File: config.mk
export PLATFORM = sky130hd
export DESIGN_NAME = cpu_status
export DESIGN_NICKNAME = d
export VERILOG_FILES = /design/src/logic/cpu_status.sv
export SDC_FILE = /design/constraint.sdc
export NUM_CORES = 1
export LEC_CHECK = 0
export BUFFER_PORTS_ARGS = -buffer_cell sky130_fd_sc_hd__buf_2
export CELL_PAD_IN_SITES_DETAIL_PLACEMENT = 1
export CELL_PAD_IN_SITES_GLOBAL_PLACEMENT = 2
export CORE_MARGIN = 2
export CORE_UTILIZATION = 26
export CTS_BUF_LIST = sky130_fd_sc_hd__clkbuf_16
export DETAILED_ROUTE_END_ITERATION = 16
export PLACE_DENSITY = 0.82
export SYNTH_ARGS = -nofsm -noshare
export SYNTH_HDL_FRONTEND = slang
export SYNTH_SLANG_ARGS = --single-unit
File: constraint.sdc
create_clock -name clk -period 1.85 [get_ports clk]
set_input_delay 0 -clock clk [delete_from_list [all_inputs] [get_ports clk]]
set_output_delay 0 -clock clk [all_outputs]
set_load 0.01 [all_outputs]
File: src/logic/cpu_status.sv
/*
 * run/idle control: start pulse latches the address, quit returns to idle
 * start while running and quit while idle are ignored
 */
module cpu_status (
	input  logic        clk,
	input  logic        i_reset,
	input  logic        i_cpu_start,
	input  logic        i_quit_cmd,
	input  logic [31:2] i_start_adr,
	output logic        o_cpu_run_state,
	output logic        o_pc_start,
	output logic [31:2] o_start_adr_lat,
	output logic        o_rst_pipe
);

	logic start_ok;
	logic quit_ok;

	assign start_ok = i_cpu_start & ~o_cpu_run_state;
	assign quit_ok = i_quit_cmd & o_cpu_run_state;

	always_ff @(posedge clk) begin
		if (i_reset) begin
			o_cpu_run_state <= 1'b0;
			o_pc_start <= 1'b0;
			o_rst_pipe <= 1'b0;
		end else begin
			o_pc_start <= start_ok; // same cycle as run rising
			o_rst_pipe <= quit_ok;  // same cycle as run falling
			if (start_ok)
				o_cpu_run_state <= 1'b1;
			else if (quit_ok)
				o_cpu_run_state <= 1'b0;
		end
	end

	always_ff @(posedge clk) begin
		if (start_ok)
			o_start_adr_lat <= i_start_adr;
	end

endmodule

==> PnR_summary.wiki, run 1 <==
{| class="wikitable"
! Metric !! Value
|-
| Run status || finished, final reports clean
|-
| Number of non-filler instances in the completed layout || 195
|-
| Clk slew on worst S/H paths || roughly 50 ps
|-
| Post-placement setup slack || 812 ps
|-
| Layout cell share with drive strength beyond 1 || 0.517
|-
| TritonCTS buffer count || 5
|-
| Data arrival at the endpoint of the critical path || 980 ps
|-
| Antenna violations before repair || 0
|-
| Critical-path maximum fanout || 16
|-
| Overall Power || 1.94 mW
|-
| Initial DRC Count || 26
|-
| Clock H-tree levels || 2
|-
| Commonest non-fill, non-tap cell in the layout || sky130_fd_sc_hd__buf_2
|-
| Endpoint kind of the worst setup timing path || register
|-
| Leakage || 0.820 nW
|-
| Mean routed wirelength per cell || 12.4 µm
|-
| Final layout net count || 180
|-
| Final global-route overflow total || 0
|-
| Number of buffers on the longest clock path || 2
|-
| Number of nets in the synthesized netlist || 73
|-
| Cell Count Post-Placement || 155
|-
| Maximum clock frequency || a little under 1 GHz
|-
| Sequential share of the synthesized area || 0.960
|-
| Total of endpoints with negative setup slack in the final report || 0
|-
| Data required time at the worst endpoint || around 1800 ps
|-
| Period Utilization, post-route || 0.558
|-
| Leading cell types in the layout, fill and taps excluded || sky130_fd_sc_hd__buf_2, sky130_fd_sc_hd__dlygate4sd3_1, sky130_fd_sc_hd__edfxtp_1
|-
| Tightest Hold Check Type || in2reg
|-
| Clock insertion delay at the later pin of the skew report || 270 ps
|-
| Summed instance area of the synthesized netlist || between 1000 and 1500 µm²
|-
| Chip Height || 66.0 µm
|-
| Final Max Tran Viols || 0
|-
| Gp weighted congestion || about 0.64
|-
| Setup repair after global routing missed its margin || no
|-
| Total number of vias || 760
|-
| Overall global routing resource usage || 0.120
|-
| Number of synthesized register bits || 33
|-
| Routed wire length || 2.42 mm
|-
| Count of fill cells added during filler insertion || around 380
|-
| Worst-margin pin slew || around 210 ps
|-
| Clk root buf || sky130_fd_sc_hd__clkbuf_16
|-
| Global-route wire length before repair || 3.69 mm
|-
| Top-level port count || 67
|-
| Core box area || 3690 µm²
|-
| Final setup margin || 818 ps
|-
| Count of antenna diodes in the layout || 0
|-
| Slew Limit Headroom || 0.860
|-
| Number of clock sinks seen by CTS || 33
|-
| Die area || 4360 µm²
|-
| Growth of design area from synthesis to finish || 88.7%
|-
| Number of global-route vias before repair || 786
|-
| Register area || ~960 µm²
|-
| Worst IR Drop VDD || 550 µV
|-
| Total negative slack for setup checks || 0 ps
|-
| Startpoint type of the worst setup path || register
|-
| Cell Rows || 22
|-
| Placed cell area || 1410 µm²
|-
| Number of detailed-route iterations in the first pass || 2
|-
| Cell variety after synth || 7
|-
| Hold Fails Final Rpt || 0
|-
| Total power per unit cell area || 1030 nW/µm²
|-
| Synthesis Warnings || 0
|-
| Cell-by-cell trace of the critical path || nor2b_2, buf_4
|-
| Final critical delay including setup and external delays || 1030 ps
|-
| Count of max-cap constraint violations || 0
|-
| Clock tree from TritonCTS || built
|-
| Post-DR vias/cell || 3.90
|-
| Multi-input combinational cell area || 40.0 µm²
|-
| Count of buffers inserted at the top-level ports || 66
|-
| Cell with the largest stage delay on the worst path || sky130_fd_sc_hd__dfxtp_1
|-
| Horizontal extent of the die || around 66 µm
|-
| Initial Util || 0.271
|-
| Critical path class || reg2reg
|-
| DRC violation count after routing || 0
|-
| Core utilization of the finished layout || 0.512
|-
| Synthesized instance count || 39
|-
| Synthesized area per cell || 25.7 µm²
|-
| Worst path max stage delay || 330 ps
|-
| Final non-filler cell area || around 1900 µm²
|-
| Pin count of the biggest net entering global routing || 17
|-
| Final ANT Viol Nets || 0
|-
| Final setup skew || 5.31 ps
|-
| Worst hold margin || 35.3 ps
|}
[layer usage]
metal	GRT usage	part of all wire	vias to the layer above
li1	-	-	364
met1	0.106	0.34	358
met2	0.245	0.59	38
met3	0.0477	0.071	0
met4	0.0306	0	0
met5	0	0	-
[logic make-up after synthesis]
group / share of synthesized area
AND/OR/NAND/NOR: 0.0400
flip-flops: 0.960
[where the power goes]
group	internal [mW]	switching [mW]	leakage, nW
clock	0.623	0.260	0.0826
combinational	0.103	0.0766	0.425
sequential	0.868	0.0117	0.312
[cell type report]
cell class | count | area share
Timing Repair Buffer | 100 | 0.352
Multi-Input combinational cell | 6 | 0.0212
Sequential cell | 33 | 0.509
Clock inverter | 3 | 0.0199
Clock buffer | 5 | 0.0662
Tap cell | 48 | 0.0318
[what timing repair did]
item	in CTS	in global routing
setup buffers	0	0
setup endpoints to repair	0	0
hold buffers	32	0
resized for setup	0	0
hold endpoints to repair	32	0
[worst paths after layout]
check        slack [ps]  depth (start not counted)                            end                          from
max                 820                          2  o_start_adr_lat[22]$_DFFE_PP_  o_cpu_run_state$_SDFFE_PP0P_
min                  40                          3   o_cpu_run_state$_SDFFE_PP0P_                   i_cpu_start
max reg2reg         820                          2  o_start_adr_lat[22]$_DFFE_PP_  o_cpu_run_state$_SDFFE_PP0P_
min reg2reg         510                          2          o_rst_pipe$_SDFF_PP0_  o_cpu_run_state$_SDFFE_PP0P_
[cells in the mapped netlist (all sizes together)]
master | instances | share of area
edfxtp | 30 | 0.90
dfxtp | 3 | 0.060
nor2 | 2 | 0.0075
and2b | 1 | 0.0075
nand2 | 1 | 0.0037
nor2b | 1 | 0.0088
nor3b | 1 | 0.012
[state kept, by name, indices dropped and copies added, names as in the netlist]
register	cells
o_cpu_run_state	1
o_start_adr_lat	30
o_pc_start	1
o_rst_pipe	1
[critical path, delay by kind of cell (launching register included)]
| family | cells | cell delay, ps |
|---|---|---|
| DFF | 1 | 330 |
| buffers and inverters | 1 | 250 |
| and+or+nand+nor | 1 | 130 |
Note: power is estimated with default switching activity, not from simulation.
==> run 2, diff against run 1 <==
Settings changed: CORE_UTILIZATION 26 to 23, PLACE_DENSITY 0.82 to 0.77.
Clock period 1.85 ns to 0.85 ns, I/O delays scaled along.
==> run 2 against run 1 <==
Net effect: the flow now finishes with violations (setup timing); critical path depth unchanged; maximum frequency grew 5.8%; non-clock buffer count is 1 higher; wire length is 2.6% higher; sequential share of layout area fell by 0.53 points; clock skew is essentially flat; first-iteration DRC count fell by 77%; critical endpoint is now o_start_adr_lat[21]$_DFFE_PP_; largest cell class unchanged.
==> PnR_summary.wiki, run 2 (synthesis gave the netlist of run 1 again) <==
{| class="wikitable"
! Metric !! Value
|-
| Run status || finished, violations left
|-
| Failing checks || setup timing
|-
| Hold_sp || i_cpu_start
|-
| Number of global-route vias before repair || 866
|-
| Sw Share || 0.194
|-
| Maximum clock frequency || 1.03 GHz
|-
| Startpoint of the worst setup timing path || o_cpu_run_state$_SDFFE_PP0P_
|-
| Count of antenna diodes in the layout || 0
|-
| Final non-filler cell area || approximately 1900 µm²
|-
| Top-level port count || 67
|-
| Overall global routing resource usage || 0.105
|-
| Leakage || between 0.8 and 0.9 nW
|-
| Core utilization of the finished layout || 0.468
|-
| Gp weighted congestion || 0.636
|-
| Growth of design area from synthesis to finish || 91.0%
|-
| Clk root buf || sky130_fd_sc_hd__clkbuf_16
|-
| Internal power consumption || 3.20 mW
|-
| Final layout net count || 181
|-
| Commonest non-fill, non-tap cell in the layout || sky130_fd_sc_hd__buf_2
|-
| Clock tree from TritonCTS || built
|-
| Leading cell types in the layout, fill and taps excluded || sky130_fd_sc_hd__buf_2, sky130_fd_sc_hd__dlygate4sd3_1, sky130_fd_sc_hd__edfxtp_1
|-
| Critical-path maximum fanout || 17
|-
| Count of buffers inserted at the top-level ports || 66
|-
| Antenna violations before repair || 0
|-
| Mean routed wirelength per cell || 12.5 µm
|-
| Placed cell area || 1450 µm²
|-
| Total of endpoints with negative setup slack in the final report || 30
|-
| Clk slew on worst S/H paths || 50 ps
|-
| Cell-by-cell trace of the critical path || nor2b_4, buf_12
|-
| DRC violation count after routing || 0
|-
| Final setup skew || about 5.5 ps
|-
| Die area || 4900 µm²
|-
| Cell Rows || 23
|-
| Total power per unit cell area || 2080 nW/µm²
|-
| Startpoint type of the worst setup path || register
|-
| Post-DR vias/cell || 3.85
|-
| Cell with the largest stage delay on the worst path || sky130_fd_sc_hd__dfxtp_2
|-
| Register containing the most flip-flops in the final layout || o_start_adr_lat
|-
| Global-route wire length before repair || 3.88 mm
|-
| Total number of vias || 762
|-
| Final global-route overflow total || 0
|-
| Horizontal extent of the die || 70.0 µm
|-
| Clock H-tree levels || 2
|-
| Count of max-cap constraint violations || 0
|-
| Slew Limit Headroom || 0.894
|-
| Worst path max stage delay || 330 ps
|-
| Overall Power || around 4.0 mW
|-
| Switching power || ~0.77 mW
|-
| Routed wire length || 2.48 mm
|-
| Tightest Hold Check Type || in2reg
|-
| Pin count of the biggest net entering global routing || 18
|-
| Layout cell share with drive strength beyond 1 || 0.527
|-
| R2r startpoint || o_cpu_run_state$_SDFFE_PP0P_
|-
| Number of detailed-route iterations in the first pass || 3
|-
| Chip Height || 70.0 µm
|-
| Critical path class || reg2reg
|-
| Clk network pwr share || 0.409
|-
| Final critical delay including setup and external delays || 975 ps
|-
| Initial Util || 0.245
|-
| Final ANT Viol Nets || 0
|-
| Data required time at the worst endpoint || 830 ps
|-
| Number of clock sinks seen by CTS || 33
|-
| Share of total power in sequential cells || 0.482
|-
| Setup repair after global routing missed its margin || yes
|-
| Initial DRC Count || 6
|-
| Data arrival at the endpoint of the critical path || between 900 and 1000 ps
|-
| Endpoint kind of the worst setup timing path || register
|-
| Period Utilization, post-route || 1.15
|-
| Comb pwr share || 0.109
|-
| Final Max Tran Viols || 0
|-
| Final setup margin || -125 ps
|-
| Post-CTS Setup Inserts || 0
|-
| Number of buffers on the longest clock path || 2
|-
| Worst-margin pin slew || 159 ps
|-
| TritonCTS buffer count || 5
|-
| Hold Fails Final Rpt || 0
|-
| Clock insertion delay at the later pin of the skew report || 270 ps
|-
| Flip-flop count of the largest register, all copies and words added || 30
|-
| Worst IR Drop VDD || 1040 µV
|-
| Core box area || 4090 µm²
|}
## run 2: changes by cell type in the layout (fill, tap and decap cells not counted), sizes merged
| cell | delta |
|---|---|
| clkinv | +2 |
| bufinv | -1 |
| buf | +1 |
| inv | -1 |
## run 2: worst max-delay path: cells and delay by family (launching register included)
family                 cells  cell delay (ps)
DFF                        1              330
buffers and inverters      1              170
and+or+nand+nor            1              170
## run 2: layer usage
metal / part of all wire / wire length, µm / vias up / track usage
met2: 0.50 / 1240 / 50 / 0.182
li1: - / - / 365 / -
met3: 0.10 / 250 / 7 / 0.0447
met1: 0.37 / 923 / 340 / 0.104
met4: 0.026 / 64 / 0 / 0.0598
met5: 0 / 0 / - / 0
## run 2: cell type report
type / instances / area, µm²
Multi-Input combinational cell: 6 / 45.0
Clock inverter: 3 / 12.5
Fill cell: 424 / 2170
Clock buffer: 5 / 125
Sequential cell: 33 / 962
Tap cell: 50 / 62.6
Timing Repair Buffer: 101 / 704
## run 2: worst paths after layout
kind / cells after the start / end / slack, ps
worst max-delay path: 2 / o_start_adr_lat[21]$_DFFE_PP_ / -130
worst max register to register: 2 / o_start_adr_lat[21]$_DFFE_PP_ / -130
worst min-delay path: 3 / o_cpu_run_state$_SDFFE_PP0P_ / 50
worst min register to register: 3 / o_rst_pipe$_SDFF_PP0_ / 620
## run 2: power groups by stage
| stage | sequential [mW] | combinational [mW] | clock [mW] |
|---|---|---|---|
| 5_1_grt | 1.92 | 0.470 | 1.71 |
| 4_1_cts | 1.92 | 0.436 | 1.66 |
| 6_report | 1.91 | 0.432 | 1.62 |
| 2_1_floorplan | 2.00 | 0.0441 | 0 |
| 3_5_place_dp | 1.95 | 0.319 | 0 |
| 3_3_place_gp | 1.95 | 0.309 | 0 |
## run 2: repair_timing
action,in CTS,in global routing
hold endpoints to repair,32,0
resized for setup,1,0
hold buffers,32,0
setup endpoints to repair,31,32
## run 2: per-stage QoR
stage | setup WS, ps | cells | setup TNS, ps | hold slack (ps)
after global placement | -94.3 | 158 | -2610 | 177
final | -125 | 198 | -3390 | 51.2
after detailed placement | -125 | 158 | -3430 | 179
after global routing | -160 | 198 | -4400 | 70.1
after CTS | -130 | 198 | -3640 | 47.7
after floorplan | -380 | 39 | -11670 | 62.1
