==> config.mk <==
export PLATFORM = sky130hd
export DESIGN_NAME = id_stage
export DESIGN_NICKNAME = d
export VERILOG_FILES = /design/src/logic/rv32i_isa_pkg.sv /design/src/logic/id_stage.sv
export SDC_FILE = /design/constraint.sdc
export NUM_CORES = 2
export LEC_CHECK = 0
export BUFFER_PORTS_ARGS = -buffer_cell sky130_fd_sc_hd__buf_2
export CAP_MARGIN = 15
export CORE_MARGIN = 5
export CORE_UTILIZATION = 48
export DETAILED_ROUTE_END_ITERATION = 12
export GPL_ROUTABILITY_DRIVEN = 0
export PLACE_DENSITY = 0.65
export SYNTH_ARGS = -nofsm -noshare
export SYNTH_HDL_FRONTEND = slang
export SYNTH_SLANG_ARGS = --single-unit
==> constraint.sdc <==
create_clock -name clk -period 2.51 [get_ports clk]
set_input_delay 0.251 -clock clk [delete_from_list [all_inputs] [get_ports clk]]
set_output_delay 0.251 -clock clk [all_outputs]
set_load 0.02 [all_outputs]
==> src/logic/rv32i_isa_pkg.sv <==
/*
 * RV32I subset encodings and the decode/forwarding types of the core
 * only ALU, lui, branch and jal classes are covered
 */
package rv32i_isa_pkg;

	localparam logic [6:0] OPC_OP     = 7'b0110011;
	localparam logic [6:0] OPC_OPIMM  = 7'b0010011;
	localparam logic [6:0] OPC_LUI    = 7'b0110111;
	localparam logic [6:0] OPC_BRANCH = 7'b1100011;
	localparam logic [6:0] OPC_JAL    = 7'b1101111;

	localparam logic [2:0] F3_ADD_SUB = 3'b000;
	localparam logic [2:0] F3_SLL     = 3'b001;
	localparam logic [2:0] F3_SLT     = 3'b010;
	localparam logic [2:0] F3_SLTU    = 3'b011;
	localparam logic [2:0] F3_XOR     = 3'b100;
	localparam logic [2:0] F3_SRL_SRA = 3'b101;
	localparam logic [2:0] F3_OR      = 3'b110;
	localparam logic [2:0] F3_AND     = 3'b111;

	localparam logic [2:0] F3_BEQ  = 3'b000;
	localparam logic [2:0] F3_BNE  = 3'b001;
	localparam logic [2:0] F3_BLT  = 3'b100;
	localparam logic [2:0] F3_BGE  = 3'b101;
	localparam logic [2:0] F3_BLTU = 3'b110;
	localparam logic [2:0] F3_BGEU = 3'b111;

	localparam logic [6:0] F7_BASE = 7'b0000000;
	localparam logic [6:0] F7_ALT  = 7'b0100000; // sub, sra, srai

	localparam logic [31:0] NOP_INST = 32'h0000_0013; // addi x0,x0,0

	typedef enum logic [3:0] {
		ALU_ADD, ALU_SUB, ALU_AND, ALU_OR, ALU_XOR,
		ALU_SLT, ALU_SLTU, ALU_SLL, ALU_SRL, ALU_SRA
	} alu_op_t;

	typedef logic [4:0] reg_idx_t;

	// operand source seen by execute
	typedef enum logic [1:0] {
		FWD_RF = 2'd0,
		FWD_EX = 2'd1,
		FWD_WB = 2'd2
	} fwd_sel_t;

endpackage

==> src/logic/id_stage.sv <==
/*
 * decode and register file; unknown encodings decode as no-ops
 * the two slots behind a taken jump enter execute invalid
 */
module id_stage import rv32i_isa_pkg::*; (
	input  logic        clk,
	input  logic        i_reset,
	input  logic        i_rst_pipe,
	input  logic [31:0] i_inst_id,
	input  logic [31:2] i_pc_id,
	input  logic        i_jmp_condition_ex,
	input  logic        i_wbk_we_wb,
	input  reg_idx_t    i_wbk_adr_wb,
	input  logic [31:0] i_wbk_data_wb,
	input  reg_idx_t    i_rf_radr_mon,
	output reg_idx_t    o_rs1_id,
	output reg_idx_t    o_rs2_id,
	output logic        o_valid_ex,
	output alu_op_t     o_alu_op_ex,
	output logic        o_op2_imm_ex,
	output logic [31:0] o_imm_ex,
	output logic [31:0] o_rs1_data_ex,
	output logic [31:0] o_rs2_data_ex,
	output logic [31:2] o_pc_ex,
	output logic        o_cmd_br_ex,
	output logic        o_cmd_jal_ex,
	output logic [2:0]  o_br_code_ex,
	output reg_idx_t    o_rd_adr_ex,
	output logic        o_wbk_rd_reg_ex,
	output logic [31:0] o_rf_rdata_mon
);

	logic [31:0] rf [32];
	logic [6:0] opcode;
	logic [6:0] funct7;
	logic [2:0] funct3;
	reg_idx_t rd;
	logic is_op, is_opimm, is_lui, is_br, is_jal;
	logic op_ok, opimm_ok, br_ok;
	logic dec_wr;
	alu_op_t alu_op;
	logic [31:0] imm;
	logic jmp_purge_ex;
	logic squash;

	assign opcode = i_inst_id[6:0];
	assign funct3 = i_inst_id[14:12];
	assign funct7 = i_inst_id[31:25];
	assign rd = i_inst_id[11:7];

	assign is_op = (opcode == OPC_OP);
	assign is_opimm = (opcode == OPC_OPIMM);
	assign is_lui = (opcode == OPC_LUI);
	assign is_br = (opcode == OPC_BRANCH);
	assign is_jal = (opcode == OPC_JAL);

	assign op_ok = is_op & ((funct7 == F7_BASE) |
		((funct7 == F7_ALT) & ((funct3 == F3_ADD_SUB) | (funct3 == F3_SRL_SRA))));
	assign opimm_ok = is_opimm & ((funct3 != F3_SLL) | (funct7 == F7_BASE)) &
		((funct3 != F3_SRL_SRA) | (funct7 == F7_BASE) | (funct7 == F7_ALT));
	assign br_ok = is_br & (funct3[2:1] != 2'b01);
	assign dec_wr = (op_ok | opimm_ok | is_lui | is_jal) & (rd != '0);

	// lui and jal have no rs1, index 0 keeps forwarding out
	assign o_rs1_id = (is_lui | is_jal) ? '0 : i_inst_id[19:15];
	assign o_rs2_id = i_inst_id[24:20];

	always_comb begin
		alu_op = ALU_ADD; // lui and jal link use the adder
		if (is_op | is_opimm) begin
			case (funct3)
				F3_ADD_SUB: alu_op = (is_op && funct7 == F7_ALT) ? ALU_SUB : ALU_ADD;
				F3_SLL:     alu_op = ALU_SLL;
				F3_SLT:     alu_op = ALU_SLT;
				F3_SLTU:    alu_op = ALU_SLTU;
				F3_XOR:     alu_op = ALU_XOR;
				F3_SRL_SRA: alu_op = (funct7 == F7_ALT) ? ALU_SRA : ALU_SRL;
				F3_OR:      alu_op = ALU_OR;
				default:    alu_op = ALU_AND;
			endcase
		end
	end

	always_comb begin
		case (opcode)
			OPC_LUI: imm = {i_inst_id[31:12], 12'd0};
			OPC_BRANCH: imm = {{20{i_inst_id[31]}}, i_inst_id[7], i_inst_id[30:25],
				i_inst_id[11:8], 1'b0};
			OPC_JAL: imm = {{12{i_inst_id[31]}}, i_inst_id[19:12], i_inst_id[20],
				i_inst_id[30:21], 1'b0};
			default: imm = {{20{i_inst_id[31]}}, i_inst_id[31:20]};
		endcase
	end

	// registers start at zero, x0 is never written
	always_ff @(posedge clk) begin
		if (i_reset) begin
			for (int i = 0; i < 32; i++)
				rf[i] <= 32'd0;
		end else if (i_wbk_we_wb && i_wbk_adr_wb != '0) begin
			rf[i_wbk_adr_wb] <= i_wbk_data_wb;
		end
	end

	assign squash = i_rst_pipe | i_jmp_condition_ex | jmp_purge_ex;

	always_ff @(posedge clk) begin
		if (i_reset) begin
			o_valid_ex <= 1'b0;
			jmp_purge_ex <= 1'b0;
			o_cmd_br_ex <= 1'b0;
			o_cmd_jal_ex <= 1'b0;
			o_wbk_rd_reg_ex <= 1'b0;
		end else begin
			o_valid_ex <= ~squash;
			jmp_purge_ex <= i_jmp_condition_ex; // marks the second slot
			o_cmd_br_ex <= br_ok;
			o_cmd_jal_ex <= is_jal;
			o_wbk_rd_reg_ex <= dec_wr & ~squash;
		end
	end

	always_ff @(posedge clk) begin
		o_alu_op_ex <= alu_op;
		o_op2_imm_ex <= is_opimm | is_lui;
		o_imm_ex <= imm;
		o_rs1_data_ex <= rf[o_rs1_id];
		o_rs2_data_ex <= rf[o_rs2_id];
		o_pc_ex <= i_pc_id;
		o_br_code_ex <= funct3;
		o_rd_adr_ex <= rd;
		o_rf_rdata_mon <= rf[i_rf_radr_mon];
	end

endmodule

==> impl_metrics.py <==
metrics = {
    "timing": {
        "max_slew_margin": 0.3247,
        "slew_viol_final": 0,
        "final-setup-viol-count": 0,
        "tightest_slew_ns": 1.008,
        "fin_setup_tns_ns": 0,
        "fin_crit_ns": 2.467,
        "fin_crit_sh": 0.9828,
        "finalHoldViolCount": 0,
        "grt_setup_unrepaired": "false",
        "skew_ns": 0.02902,
        "clock.fmax_ghz": 0.4054,
    },
    "clocking": {
        "clk_latency_ns": 0.78,
        "cts-root-buf": "clkbuf_16",
        "clock_sinks": 1200,
        "cts_tree": "done",
        "cts.clk_slew.worst_paths_ns": 0.06,
        "cts_buffer_depth": 3,
        "cts_buffers": 136,
        "h-tree-depth": 4,
        "post-cts-setup-buffers": 0,
    },
    "routing": {
        "top_layer_used": "met5",
        "first_iter_violations": 7188,
        "viasPerCell": 6.851,
        "finalWirelength_um": 252600,
        "avgRoutedWirePerCell_um": 37.09,
        "ant_nets": 0,
        "vias": 46660,
        "dr_wl_met2_um": 112100,
        "wirelength_met1_um": 90450,
        "drc": 0,
        "dr_wl_met3_um": 31970,
        "drtPass1Iterations": 6,
    },
    "floorplan": {
        "design.core.area_mm2": 0.1397,
        "rows": 137,
        "die_h_um": 385.0,
        "floorplan.die.width_um": 385.0,
        "initial_utilization": 0.4832,
        "ios": 294,
        "die_area_mm2": 0.1482,
    },
    "yosys": {
        "ys_warn_count": 0,
        "synthArstFlopShare": 0,
        "synth_edf_count": 1024,
        "ys_seq_area_frac": 0.5077,
        "synth_commonest_cells": "1,024 x edfxtp_1, 1,000 x and2_1, 770 x mux4_2, 365 x clkbuf_1, 176 x dfxtp_1",
        "syn_area_mm2": 0.06750,
        "synth_top_flop_cell": "edfxtp_1",
        "synthDistinctLibCells": 46,
        "synthTopCellsByArea": "edfxtp_1 46%, mux4_2 26%, and2_1 9.3%",
        "synthCells": 4457,
        "synth_area_leader_cell": "edfxtp_1",
        "syn_area_per_cell_um2": 15.15,
        "yosysMostFrequentCell": "edfxtp_1",
        "synth-seq-cells": 1200,
        "synth_top_area_share": 0.4555,
    },
    "status": {
        "status": "finished clean",
    },
    "flow_run": {
        "drv_cap": 0,
    },
    "global_route": {
        "grt.overflow.total": 0,
        "grt_pass1_wl_um": 353200,
        "antenna_found_initial": 34,
        "first_global_vias": 46380,
        "grt_max_degree": 68,
        "grtUsageTotal": 0.3397,
    },
    "final_layout": {
        "area_growth_pct": 17.39,
        "layout-drive-gt1-share": 0.3778,
        "postLayoutCellArea_mm2": 0.07924,
        "register_area_mm2": 0.03427,
        "multiInputGateArea_mm2": 0.03135,
        "fillCellCount": 10750,
        "fin_nets": 4925,
        "final_cells": 6810,
    },
    "placed_design": {
        "port_buffers": 293,
        "placed_area_mm2": 0.07415,
        "dp_cells": 6493,
        "dpl.hpwl_um": 162400,
    },
    "setup_path": {
        "crit_arrival_ns": 2.22,
        "end_kind": "output pin",
        "worst_setup_path_start_kind": "input port",
        "path_max_fanout": 14,
        "cp.required_ns": 2.26,
        "critical_path_class": "in -> out",
        "r2r_slack_ns": 0.51,
    },
    "power_and_ir_drop": {
        "power_frac_seq": 0.457,
        "p_int_uw": 38650,
        "vdd_drop_max_mv": 0.6265,
        "p_leak_uw": 0.02805,
        "switching_share": 0.2656,
        "clkPwrFrac": 0.383,
        "p_sw_uw": 13980,
        "p_comb_frac": 0.160,
        "p_per_area_mw_per_mm2": 664.2,
    },
    "hold_path": {
        "hold_class": "in -> reg",
    },
}
layout make-up:
class                   count  area share
multi-input cells        2746      0.3956
well taps                1876     0.02962
repair buffers            695     0.08400
inverters                  37    0.001753
clock buffers             179     0.04710
diodes                      8   0.0002526
clock inverters            69    0.009174
flip-flops and latches   1200      0.4325
worst max-delay path: stages:
cell and delay (ns):
dlygate4sd3_1 0.56, buf_2 0.18, nand4_1 0.15, a21o_4 0.30, nand2_2 0.13, buf_4 0.34, inv_1 0.11, buf_2 0.17
flip-flops by register name, indices dropped and copies added, names as in the netlist:
register / count
o_valid_ex: 1
o_cmd_jal_ex: 1
jmp_purge_ex: 1
o_alu_op_ex: 4
o_rs1_data_ex: 32
o_op2_imm_ex: 1
o_rs2_data_ex: 32
o_pc_ex: 30
o_rd_adr_ex: 5
rf: 1024
o_wbk_rd_reg_ex: 1
o_rf_rdata_mon: 32
o_br_code_ex: 3
o_cmd_br_ex: 1
o_imm_ex: 32
logic make-up (layout without fill, tap and decap cells):
logic type                after synthesis  in the layout  share of synthesized area
other                                   1             40                 0.00005555
buffers and inverters                 542            980                    0.03392
AOI/OAI and AO/OA                     411            411                    0.04448
DFF                                  1200           1200                     0.5077
muxes                                1055           1055                     0.3021
and+or+nand+nor                      1246           1246                     0.1115
xor gates and xnor gates                2              2                  0.0002595
what timing repair did:
| action | 4_1_cts | 5_1_grt |
|---|---|---|
| hold buffers | 61 | 0 |
| gates resized for setup | 0 | 1 |
| setup endpoints to repair | 0 | 1 |
| hold endpoints to repair | 79 | 0 |
per-stage QoR:
step                hold slack [ns]  power, uW    util  setup WS [ns]
floorplan                    0.2787      28800       -         0.3083
global placement             0.3527      32520  0.5307       -0.04922
detailed placement           0.3546      32610  0.5307       -0.03685
CTS                         0.03218      52650  0.5670        0.03001
global route               0.005856      53980  0.5671       0.004205
finish                      0.02086      52630  0.5672        0.04322
power by group through the flow:
stage | clock (uW) | combinational, uW | sequential, uW
2_1_floorplan | 0 | 4540 | 24300
3_3_place_gp | 0 | 8150 | 24400
3_5_place_dp | 0 | 8210 | 24400
4_1_cts | 20300 | 8310 | 24000
5_1_grt | 21200 | 8660 | 24200
6_report | 20200 | 8390 | 24100
layout by cell type (no fill, tap or decap), drive strengths merged, types with 9 or more instances in the layout:
cell type	instances
a221oi	62
edfxtp	1024
a31oi	34
a21oi	100
mux2i	125
nand2	40
clkbuf	179
mux2	160
nor3b	33
o21ai	42
o221a	31
a21boi	31
a221o	32
dfxtp	176
inv	43
nor3	32
conb	32
a22oi	34
a21o	9
or2	32
clkinv	44
mux4	770
o32ai	31
dlygate4sd3	61
and2	1001
bufinv	13
buf	634
nor2	76
metal layers:
layer / up-vias / GRT usage
met5: - / 0
met1: 23940 / 0.4517
met4: 12 / 0.1981
met2: 3707 / 0.5062
met3: 731 / 0.09120
li1: 18270 / -
final timing paths:
kind,startpoint,endpoint,depth (start not counted)
worst max register to register,rf[7][16]$_SDFFCE_PN0P_,o_rs2_data_ex[16]$_DFF_P_,3
worst max-delay path,i_inst_id[2],o_rs1_id[2],8
worst min register to register,rf[16][31]$_SDFFCE_PN0P_,o_rs1_data_ex[31]$_DFF_P_,3
worst min-delay path,i_reset,rf[0][29]$_SDFFCE_PN0P_,2
Note: power is estimated with default switching activity, not from simulation.
