File: src/logic/rv32i_isa_pkg.sv
/*
 * RV32I subset encodings and the decode/forwarding types of the core
 * only ALU, lui, branch and jal classes are covered
 */
package rv32i_isa_pkg;

	localparam logic [6:0] OPC_OP     = 7'b0110011;
	localparam logic [6:0] OPC_OPIMM  = 7'b0010011;
	localparam logic [6:0] OPC_LUI    = 7'b0110111;
	localparam logic [6:0] OPC_BRANCH = 7'b1100011;
	localparam logic [6:0] OPC_JAL    = 7'b1101111;

	localparam logic [2:0] F3_ADD_SUB = 3'b000;
	localparam logic [2:0] F3_SLL     = 3'b001;
	localparam logic [2:0] F3_SLT     = 3'b010;
	localparam logic [2:0] F3_SLTU    = 3'b011;
	localparam logic [2:0] F3_XOR     = 3'b100;
	localparam logic [2:0] F3_SRL_SRA = 3'b101;
	localparam logic [2:0] F3_OR      = 3'b110;
	localparam logic [2:0] F3_AND     = 3'b111;

	localparam logic [2:0] F3_BEQ  = 3'b000;
	localparam logic [2:0] F3_BNE  = 3'b001;
	localparam logic [2:0] F3_BLT  = 3'b100;
	localparam logic [2:0] F3_BGE  = 3'b101;
	localparam logic [2:0] F3_BLTU = 3'b110;
	localparam logic [2:0] F3_BGEU = 3'b111;

	localparam logic [6:0] F7_BASE = 7'b0000000;
	localparam logic [6:0] F7_ALT  = 7'b0100000; // sub, sra, srai

	localparam logic [31:0] NOP_INST = 32'h0000_0013; // addi x0,x0,0

	typedef enum logic [3:0] {
		ALU_ADD, ALU_SUB, ALU_AND, ALU_OR, ALU_XOR,
		ALU_SLT, ALU_SLTU, ALU_SLL, ALU_SRL, ALU_SRA
	} alu_op_t;

	typedef logic [4:0] reg_idx_t;

	// operand source seen by execute
	typedef enum logic [1:0] {
		FWD_RF = 2'd0,
		FWD_EX = 2'd1,
		FWD_WB = 2'd2
	} fwd_sel_t;

endpackage

File: src/logic/forwarding.sv
/*
 * operand source select for the instruction entering execute
 * execute and writeback are the only producers, no load hazards exist
 */
module forwarding import rv32i_isa_pkg::*; (
	input  logic     clk,
	input  logic     i_reset,
	input  logic     i_rst_pipe,
	input  reg_idx_t i_rs1_id,
	input  reg_idx_t i_rs2_id,
	input  reg_idx_t i_rd_adr_ex,
	input  logic     i_wbk_rd_reg_ex,
	input  reg_idx_t i_wbk_adr_wb,
	input  logic     i_wbk_we_wb,
	input  logic     i_jmp_condition_ex,
	output fwd_sel_t o_fwd_rs1_ex,
	output fwd_sel_t o_fwd_rs2_ex
);

	// nearer producer first, purged slots never have wbk_rd_reg_ex set
	function automatic fwd_sel_t pick(input reg_idx_t rs);
		if (rs == '0)
			return FWD_RF;
		else if (i_wbk_rd_reg_ex && rs == i_rd_adr_ex)
			return FWD_EX;
		else if (i_wbk_we_wb && rs == i_wbk_adr_wb)
			return FWD_WB;
		else
			return FWD_RF;
	endfunction

	always_ff @(posedge clk) begin
		if (i_reset || i_rst_pipe || i_jmp_condition_ex) begin
			o_fwd_rs1_ex <= FWD_RF; // slot is squashed
			o_fwd_rs2_ex <= FWD_RF;
		end else begin
			o_fwd_rs1_ex <= pick(i_rs1_id);
			o_fwd_rs2_ex <= pick(i_rs2_id);
		end
	end

endmodule

File: config.mk
export PLATFORM = sky130hd
export DESIGN_NAME = forwarding
export DESIGN_NICKNAME = d
export VERILOG_FILES = /design/src/logic/rv32i_isa_pkg.sv /design/src/logic/forwarding.sv
export SDC_FILE = /design/constraint.sdc
export NUM_CORES = 1
export LEC_CHECK = 0
export BUFFER_PORTS_ARGS = -buffer_cell sky130_fd_sc_hd__buf_2
export CORE_AREA = 3 3 40 42
export DETAILED_ROUTE_END_ITERATION = 12
export DIE_AREA = 0 0 43 45
export GPL_ROUTABILITY_DRIVEN = 0
export PLACE_DENSITY = 0.73
export SETUP_SLACK_MARGIN = 0.4
export SYNTH_ARGS = -nofsm -noshare
export SYNTH_HDL_FRONTEND = slang
export SYNTH_SLANG_ARGS = --single-unit
File: constraint.sdc
create_clock -name clk -period 3.7 [get_ports clk]
set_clock_uncertainty 0.2 [all_clocks]
set_input_delay 0.74 -clock clk [delete_from_list [all_inputs] [get_ports clk]]
set_output_delay 0.74 -clock clk [all_outputs]
set_load 0.03 [all_outputs]
==> impl_metrics.yaml, run 1 <==
critical_path:
  crit_arrival_ps: 1730
  cp-start-kind: "input pin"
  cpMaxStageDelayCell: "or4_4"
  worstPathRequired_ps: 3620
  path_cells: "buf_2, or4_4, nor2_4, nor2_1, and3_1"
  max_stage_delay_ps: 550
  crit_type: "input pin to flip-flop"
  critPathMaxFanout: 3
  endpoint_kind: "flip-flop"
sta:
  worstMarginPinSlew_ps: 397
  relSlewSlack_pct: 73.2
  finalSetupTns_ps: 0
  fmax_ghz: 0.550
  fin_crit_ps: 1820
  finalMaxSlewViolations: 0
  fin_crit_sh_pct: 49.1
  rsz0062_at_grt: "no"
  setup_viol: 0
  hold_viol: 0
clock_tree:
  tritoncts: "done"
  cts_setup_buffers: 0
  cts_buffer_depth: 2
  cts_num_sinks: 4
  post_cts_resized: 0
  cts.clk_slew.worst_paths_ps: 40
  cts_buffers: 3
  clockRootBuffer: "clkbuf_4"
  cts_hold_buf: 0
  htree_levels: 1
finish:
  final_util_pct: 44.7
  area.growth.synth_to_final_pct: 48.1
  drive_gt1_share_pct: 47.4
  finalNetCount: 104
  diodes: 0
floorplan:
  die_h_um: 45
  die_w_um: 43
  dieArea_um2: 1940
  initial_core_util_pct: 30.2
  rows: 13
  io_pins: 30
  core_area_um2: 1280
worst_hold_path:
  hold_depth: 3
  holdPathEnd: "o_fwd_rs2_ex[0]$_SDFF_PP0_"
  hp-start: "i_wbk_rd_reg_ex"
  hp-class: "input pin to flip-flop"
synthesis:
  synth-seq-area-share_pct: 20.6
  synth_area_um2: 388
  syn_nets: 70
  synth_area_per_cell_um2: 8.82
  syn_inst: 44
  yosys_warnings: 0
  ys_seq_elements: 4
  yosysUniqueCellTypes: 12
global_route:
  grt_usage_pct: 10.9
  overflow: 0
  grt_pass1_vias: 377
  grt_antenna_before_repair: 0
  grt_pass1_wl_um: 1570
  grt_max_degree: 4
pwr:
  power_per_cell_area_nw_per_um2: 243
  irDropWorstVdd_uv: 103
  leakage_nw: 0.275
route:
  num_vias: 415
  wl_per_cell_um: 11.2
  drtIter0Drc: 1
  wirelength_um: 1020
  drc_errors: 0
  ant_nets: 0
  via_per_inst: 4.56
  drt_first_pass_iters: 2
run:
  maxCapViolations: 0
placed_design:
  io_buffers: 29
outcome:
  status: "completed"
-- stage by stage --
| stage | area, um2 | hold WS, ps | instances | total power, W | worst slack (ps) |
|---|---|---|---|---|---|
| after floorplan | 388 | 692 | 44 | 0.0000641 | 1830 |
| after global placement | 552 | 821 | 88 | 0.0000880 | 1670 |
| after detailed placement | 552 | 834 | 88 | 0.0000884 | 1650 |
| after CTS | 574 | 591 | 91 | 0.000142 | 1900 |
| after global routing | 574 | 609 | 91 | 0.000149 | 1860 |
| final | 574 | 597 | 91 | 0.000140 | 1880 |
-- flip-flops by register name, summed over array words and instances, names as in the netlist --
register,flops
o_fwd_rs1_ex,2
o_fwd_rs2_ex,2
-- critical path, delay by kind of cell --
family | cells | cell delay (ps)
AND/OR/NAND/NOR | 4 | 870
buffers and inverters | 1 | 130
-- cells by family (layout without fill, tap and decap cells) --
kind of cell | count (synthesis) | count (layout) | share of synthesized area, %
XOR/XNOR | 20 | 20 | 45.2
buffers and inverters | 0 | 32 | 0
flip-flops | 4 | 4 | 20.6
AND/OR/NAND/NOR | 20 | 20 | 34.2
-- Yosys cell counts --
library cell | instances | area share (%)
and3_1 | 2 | 3.2
dfxtp_1 | 4 | 21
nand3_1 | 4 | 5.2
nor2_1 | 2 | 1.9
nor2_4 | 2 | 5.8
nor3_1 | 4 | 5.2
nor4_1 | 2 | 3.2
nor4b_1 | 1 | 2.3
or3_1 | 1 | 1.6
or4_4 | 2 | 5.8
xnor2_1 | 6 | 14
xor2_1 | 14 | 32
-- area by class of cell --
type                       count  area [um2]
timing repair buffer          29         145
multi-input combinational     40         308
tap                           15        18.8
fill                         128         711
clock buffer                   3        22.5
sequential                     4        80.1
-- where the power goes --
part | total [W] | switching (W) | internal, W
combinational | 0.0000442 | 0.0000214 | 0.0000228
sequential | 0.0000435 | 0.0000000219 | 0.0000435
clock | 0.0000520 | 0.0000159 | 0.0000362
-- how the worst max path moves through the flow --
stage                 from                    endpoint
2_1_floorplan  i_rs1_id[1]  o_fwd_rs1_ex[1]$_SDFF_PP0_
3_3_place_gp   i_rs2_id[1]  o_fwd_rs2_ex[1]$_SDFF_PP0_
3_5_place_dp   i_rs1_id[1]  o_fwd_rs1_ex[1]$_SDFF_PP0_
4_1_cts        i_rs1_id[1]  o_fwd_rs1_ex[1]$_SDFF_PP0_
5_1_grt        i_rs2_id[1]  o_fwd_rs2_ex[1]$_SDFF_PP0_
6_report       i_rs1_id[1]  o_fwd_rs1_ex[1]$_SDFF_PP0_
-- metal layers --
| metal | routed length [um] | vias to the layer above | GRT usage (%) |
|---|---|---|---|
| met5 | 0 | - | 0 |
| met4 | 0 | 0 | 3.61 |
| met3 | 96 | 0 | 4.38 |
| met2 | 486 | 18 | 18.9 |
| met1 | 438 | 179 | 12.3 |
| li1 | - | 218 | - |
-- cells in the final DEF (no fill, tap or decap), drive strengths merged --
cell and n:
or4 2, buf 29, nor4 2, nand3 4
nor4b 1, nor2 4, clkbuf 3, or3 1
and3 2, nor3 4, dfxtp 4, xor2 14
xnor2 6
Note: power is estimated with default switching activity, not from simulation.
==> run 2, diff against run 1 <==
--- a/config.mk
+++ b/config.mk
@@ -10,7 +10,7 @@
 export DETAILED_ROUTE_END_ITERATION = 12
 export DIE_AREA = 0 0 43 45
 export GPL_ROUTABILITY_DRIVEN = 0
-export PLACE_DENSITY = 0.73
+export PLACE_DENSITY = 0.75
 export SETUP_SLACK_MARGIN = 0.4
 export SYNTH_ARGS = -nofsm -noshare
 export SYNTH_HDL_FRONTEND = slang
==> constraint.sdc (replaced) <==
create_clock -name clk -period 1.55 [get_ports clk]
set_clock_uncertainty 0.2 [all_clocks]
set_input_delay 0.31 -clock clk [delete_from_list [all_inputs] [get_ports clk]]
set_output_delay 0.31 -clock clk [all_outputs]
set_load 0.03 [all_outputs]
==> run 2 against run 1 <==
Compared with the run above:
- critical endpoint unchanged
- worst hold slack got worse by 440 ps
- core utilization is 15 points higher
- global-route usage rose by 1.3 points
- critical path depth unchanged
- setup slack got worse by 1700 ps
==> impl_metrics.yaml, run 2 (synthesis results as in run 1) <==
finish:
  layout_common_cells: "buf_2, xor2_1, buf_6"
  final_util_pct: 60.2
  finalInstanceArea_um2: 773
  drive_gt1_share_pct: 63.5
  area.growth.synth_to_final_pct: 99.4
  top_regs: "o_fwd_rs1_ex x2, o_fwd_rs2_ex x2"
  fillers: 123
  final_common_cell: "buf_2"
  diodes: 0
  finalNetCount: 113
sta:
  finalSetupTns_ps: 0
  fin_crit_sh_pct: 86.7
  worstMarginPinSlew_ps: 364
  fmax_ghz: 0.744
  hold_viol: 0
  setup_viol: 0
  finalMaxSlewViolations: 0
  rsz0062_at_grt: "yes"
  fin_crit_ps: 1340
  hold_ws_ps: 162
  relSlewSlack_pct: 75.4
pwr:
  irDropWorstVdd_uv: 188
  leakage_nw: 0.349
  power_per_cell_area_nw_per_um2: 486
critical_path:
  crit_arrival_ps: 1260
  critPathMaxFanout: 2
  cp-start-kind: "input pin"
  worstPathRequired_ps: 1460
  endpoint_kind: "flip-flop"
  crit_type: "input pin to flip-flop"
route:
  drc_errors: 0
  drtIter0Drc: 2
  num_vias: 458
  drt_first_pass_iters: 3
  via_per_inst: 4.58
  ant_nets: 0
  wirelength_um: 1250
  wl_per_cell_um: 12.5
global_route:
  grt_max_degree: 4
  grt_antenna_before_repair: 0
  grt_pass1_wl_um: 1820
  overflow: 0
  grt_usage_pct: 12.2
  grt_pass1_vias: 494
clock_tree:
  cts_buffers: 3
  cts.clk_slew.worst_paths_ps: 40
  cts_buffer_depth: 2
  tritoncts: "done"
  cts_hold_buf: 0
  cts_num_sinks: 4
  clockRootBuffer: "clkbuf_4"
  htree_levels: 1
worst_hold_path:
  hp-class: "input pin to flip-flop"
floorplan:
  die_h_um: 45
  rows: 13
  dieArea_um2: 1940
  die_w_um: 43
  initial_core_util_pct: 30.2
  core_area_um2: 1280
  io_pins: 30
placed_design:
  post_dp_cell_area_um2: 589
  dp_hpwl_um: 955
  io_buffers: 29
run:
  maxCapViolations: 0
outcome:
  status: "completed"
run 2: cell count changes in the layout (fill, tap and decap cells not counted):
cell	delta
buf_4	+7
dfxtp_2	+4
dfxtp_1	-4
xor2_1	-1
nor3_1	-2
buf_6	+13
buf_2	-13
buf_8	+2
nor4_1	-2
xor2_2	+1
nor3_2	+2
nor4_2	+2
run 2: path summary, 6_finish.rpt:
check	from	to	slack [ps]	cells past startpoint
worst max-delay path	i_rs1_id[3]	o_fwd_rs1_ex[1]$_SDFF_PP0_	210	5
worst min-delay path	i_wbk_rd_reg_ex	o_fwd_rs2_ex[0]$_SDFF_PP0_	160	3
run 2: power breakdown:
part | total (W) | switching [W] | internal (W)
Combinational | 0.000147 | 0.0000620 | 0.0000854
Clock | 0.000125 | 0.0000385 | 0.0000863
Sequential | 0.000104 | 0.000000127 | 0.000104
Total | 0.000376 | 0.000101 | 0.000276
run 2: routing by layer:
layer  vias up  routed length, um  share of wire (%)  global-route usage [%]
li1        237                  -                  -                       -
met1       203                437                 35                    12.7
met2        18                723                 58                    24.3
met3         0                 86                6.9                    1.59
met4         0                  0                  0                    5.42
met5         -                  0                  0                       0
run 2: cell type report:
class / instances / area (um2) / area share [%]
flip-flops and latches: 4 / 85.1 / 11.0
multi-input cells: 40 / 338 / 43.7
clock buffers: 3 / 22.5 / 2.91
repair buffers: 38 / 309 / 40.0
well taps: 15 / 18.8 / 2.43
run 2: timing repair:
action	in CTS	in global routing
pin swaps	6	5
resized for setup	22	13
setup endpoints to repair	8	8
buffers inserted	3	1
run 2: per-stage QoR:
stage          power (W)  setup WS, ps  std cells
2_1_floorplan   0.000153           128         44
3_3_place_gp    0.000220         -28.0         93
3_5_place_dp    0.000222         -52.4         93
4_1_cts         0.000367           245         99
5_1_grt         0.000395           163        100
6_report        0.000376           206        100
run 2: worst max-delay path, cell delays in order:
cell and delay [ps]:
buf_6 90, or4_4 540, nor2_4 110, nor2_1 40
and3_1 170
==> run 3, diff against run 2 <==
--- a/config.mk
+++ b/config.mk
@@ -5,11 +5,12 @@
 export SDC_FILE = /design/constraint.sdc
 export NUM_CORES = 1
 export LEC_CHECK = 0
+export ABC_CLOCK_PERIOD_IN_PS = 1550
 export BUFFER_PORTS_ARGS = -buffer_cell sky130_fd_sc_hd__buf_2
 export CORE_AREA = 3 3 40 42
+export CTS_BUF_LIST = sky130_fd_sc_hd__clkbuf_16
 export DETAILED_ROUTE_END_ITERATION = 12
 export DIE_AREA = 0 0 43 45
-export GPL_ROUTABILITY_DRIVEN = 0
 export PLACE_DENSITY = 0.75
 export SETUP_SLACK_MARGIN = 0.4
 export SYNTH_ARGS = -nofsm -noshare
==> run 3 against run 2 <==
Compared with the run above:
- combinational power is 5% lower
- core utilization is 1.5 points higher
- highest routed layer is now met4
- critical path type unchanged
- largest cell class unchanged
- setup slack worse by 9.3 ps
- flip-flop and latch count stayed put
==> impl_metrics.yaml, run 3 (synthesis results as in run 1) <==
floorplan:
  die_h_um: 45
  dieArea_um2: 1940
  rows: 13
  io_pins: 30
  die_w_um: 43
  initial_core_util_pct: 30.2
  core_area_um2: 1280
global_route:
  grt_max_degree: 4
  overflow: 0
  grt_pass1_wl_um: 1820
  grt_usage_pct: 13.1
  grt_pass1_vias: 477
  grt_antenna_before_repair: 0
clock_tree:
  cts_buffer_depth: 2
  cts_num_sinks: 4
  cts_buffers: 3
  clockRootBuffer: "clkbuf_16"
  cts.clk_slew.worst_paths_ps: 30
  cts_hold_buf: 0
  htree_levels: 1
  tritoncts: "done"
sta:
  rsz0062_at_grt: "yes"
  fin_crit_sh_pct: 87.3
  fin_crit_ps: 1350
  setup_viol: 0
  hold_viol: 0
  finalSetupTns_ps: 0
  relSlewSlack_pct: 73.9
  finalMaxSlewViolations: 0
  worstMarginPinSlew_ps: 385
  setup_ws_ps: 197
  fmax_ghz: 0.739
placed_design:
  post-place-ws_ps: -52.4
  post_dp_cell_area_um2: 589
  dp_hpwl_um: 955
  placedCellCount: 93
  io_buffers: 29
  gp_congestion: 0.753
finish:
  finalNonFillerCells: 98
  finalNetCount: 111
  area.growth.synth_to_final_pct: 104
  top_regs: "o_fwd_rs1_ex x2, o_fwd_rs2_ex x2"
  finalInstanceArea_um2: 792
  diodes: 0
  final_common_cell: "buf_2"
  drive_gt1_share_pct: 62.7
  layout_common_cells: "buf_2, xor2_1, buf_6"
  final_util_pct: 61.6
worst_hold_path:
  hp-class: "input pin to flip-flop"
  holdPathEnd: "o_fwd_rs1_ex[0]$_SDFF_PP0_"
  hold_depth: 3
  hp-start: "i_wbk_rd_reg_ex"
route:
  via_per_inst: 4.66
  drtIter0Drc: 1
  wirelength_um: 1230
  ant_nets: 0
  num_vias: 457
  drc_errors: 0
  wl_per_cell_um: 12.5
  drt_first_pass_iters: 4
outcome:
  status: "completed"
critical_path:
  path_cells: "buf_8, or4_4, nor2_4, nor2_1, and3_1"
  cp_num_buf_inv: 1
  worstPathRequired_ps: 1460
  critPathMaxFanout: 3
  crit_type: "input pin to flip-flop"
  max_stage_delay_ps: 540
  endpoint_kind: "flip-flop"
  cp-start-kind: "input pin"
  critPathTopFamily: "simple AND/OR/NAND/NOR gates"
  cpMaxStageDelayCell: "or4_4"
  cp_num_cells: 5
  crit_arrival_ps: 1260
run:
  maxCapViolations: 0
pwr:
  irDropWorstVdd_uv: 380
  power_per_cell_area_nw_per_um2: 808
  leakage_nw: 0.356
run 3: worst min-delay path: stages:
cell	delay, ps
buf_2	110
nand3_1	90
nor3_2	50
run 3: stage by stage:
stage | hold WS (ps) | power, W
after floorplan | 263 | 0.000153
after global placement | 392 | 0.000220
after detailed placement | 403 | 0.000222
after CTS | 156 | 0.000634
after global routing | 176 | 0.000663
final | 172 | 0.000640
run 3: layout make-up:
type | instances | area, um2
Timing Repair Buffer | 36 | 275
Fill cell | 119 | 493
Multi-Input combinational cell | 40 | 338
Sequential cell | 4 | 85.1
Clock buffer | 3 | 75.1
Tap cell | 15 | 18.8
run 3: where the power goes:
part / internal [W] / leakage [nW] / total, W / switching, W
Sequential: 0.000104 / 0.0343 / 0.000104 / 0.000000127
Clock: 0.000329 / 0.0370 / 0.000397 / 0.0000678
Combinational: 0.0000776 / 0.284 / 0.000139 / 0.0000611
Total: 0.000511 / 0.356 / 0.000640 / 0.000129
run 3: layer usage:
metal | up-vias | global-route usage, % | wire (um)
met5 | - | 0 | 0
met4 | 0 | 10.8 | 35
met3 | 5 | 3.98 | 101
met2 | 21 | 22.8 | 653
met1 | 199 | 13.0 | 436
li1 | 232 | - | -
run 3: worst max-delay path by stage:
stage | slack [ps] | from | endpoint
6_report | 200 | i_rs2_id[3] | o_fwd_rs2_ex[1]$_SDFF_PP0_
5_1_grt | 170 | i_rs1_id[4] | o_fwd_rs1_ex[1]$_SDFF_PP0_
4_1_cts | 230 | i_rs2_id[3] | o_fwd_rs2_ex[1]$_SDFF_PP0_
3_5_place_dp | -50 | i_rs2_id[4] | o_fwd_rs2_ex[1]$_SDFF_PP0_
3_3_place_gp | -30 | i_rs2_id[4] | o_fwd_rs2_ex[1]$_SDFF_PP0_
2_1_floorplan | 130 | i_rs2_id[4] | o_fwd_rs2_ex[1]$_SDFF_PP0_
run 3: what timing repair did:
action | 4_1_cts | 5_1_grt
setup buffers | 2 | 0
setup endpoints to repair | 8 | 8
gates resized for setup | 18 | 13
pin swaps | 7 | 2
hold endpoints to repair | 0 | 0
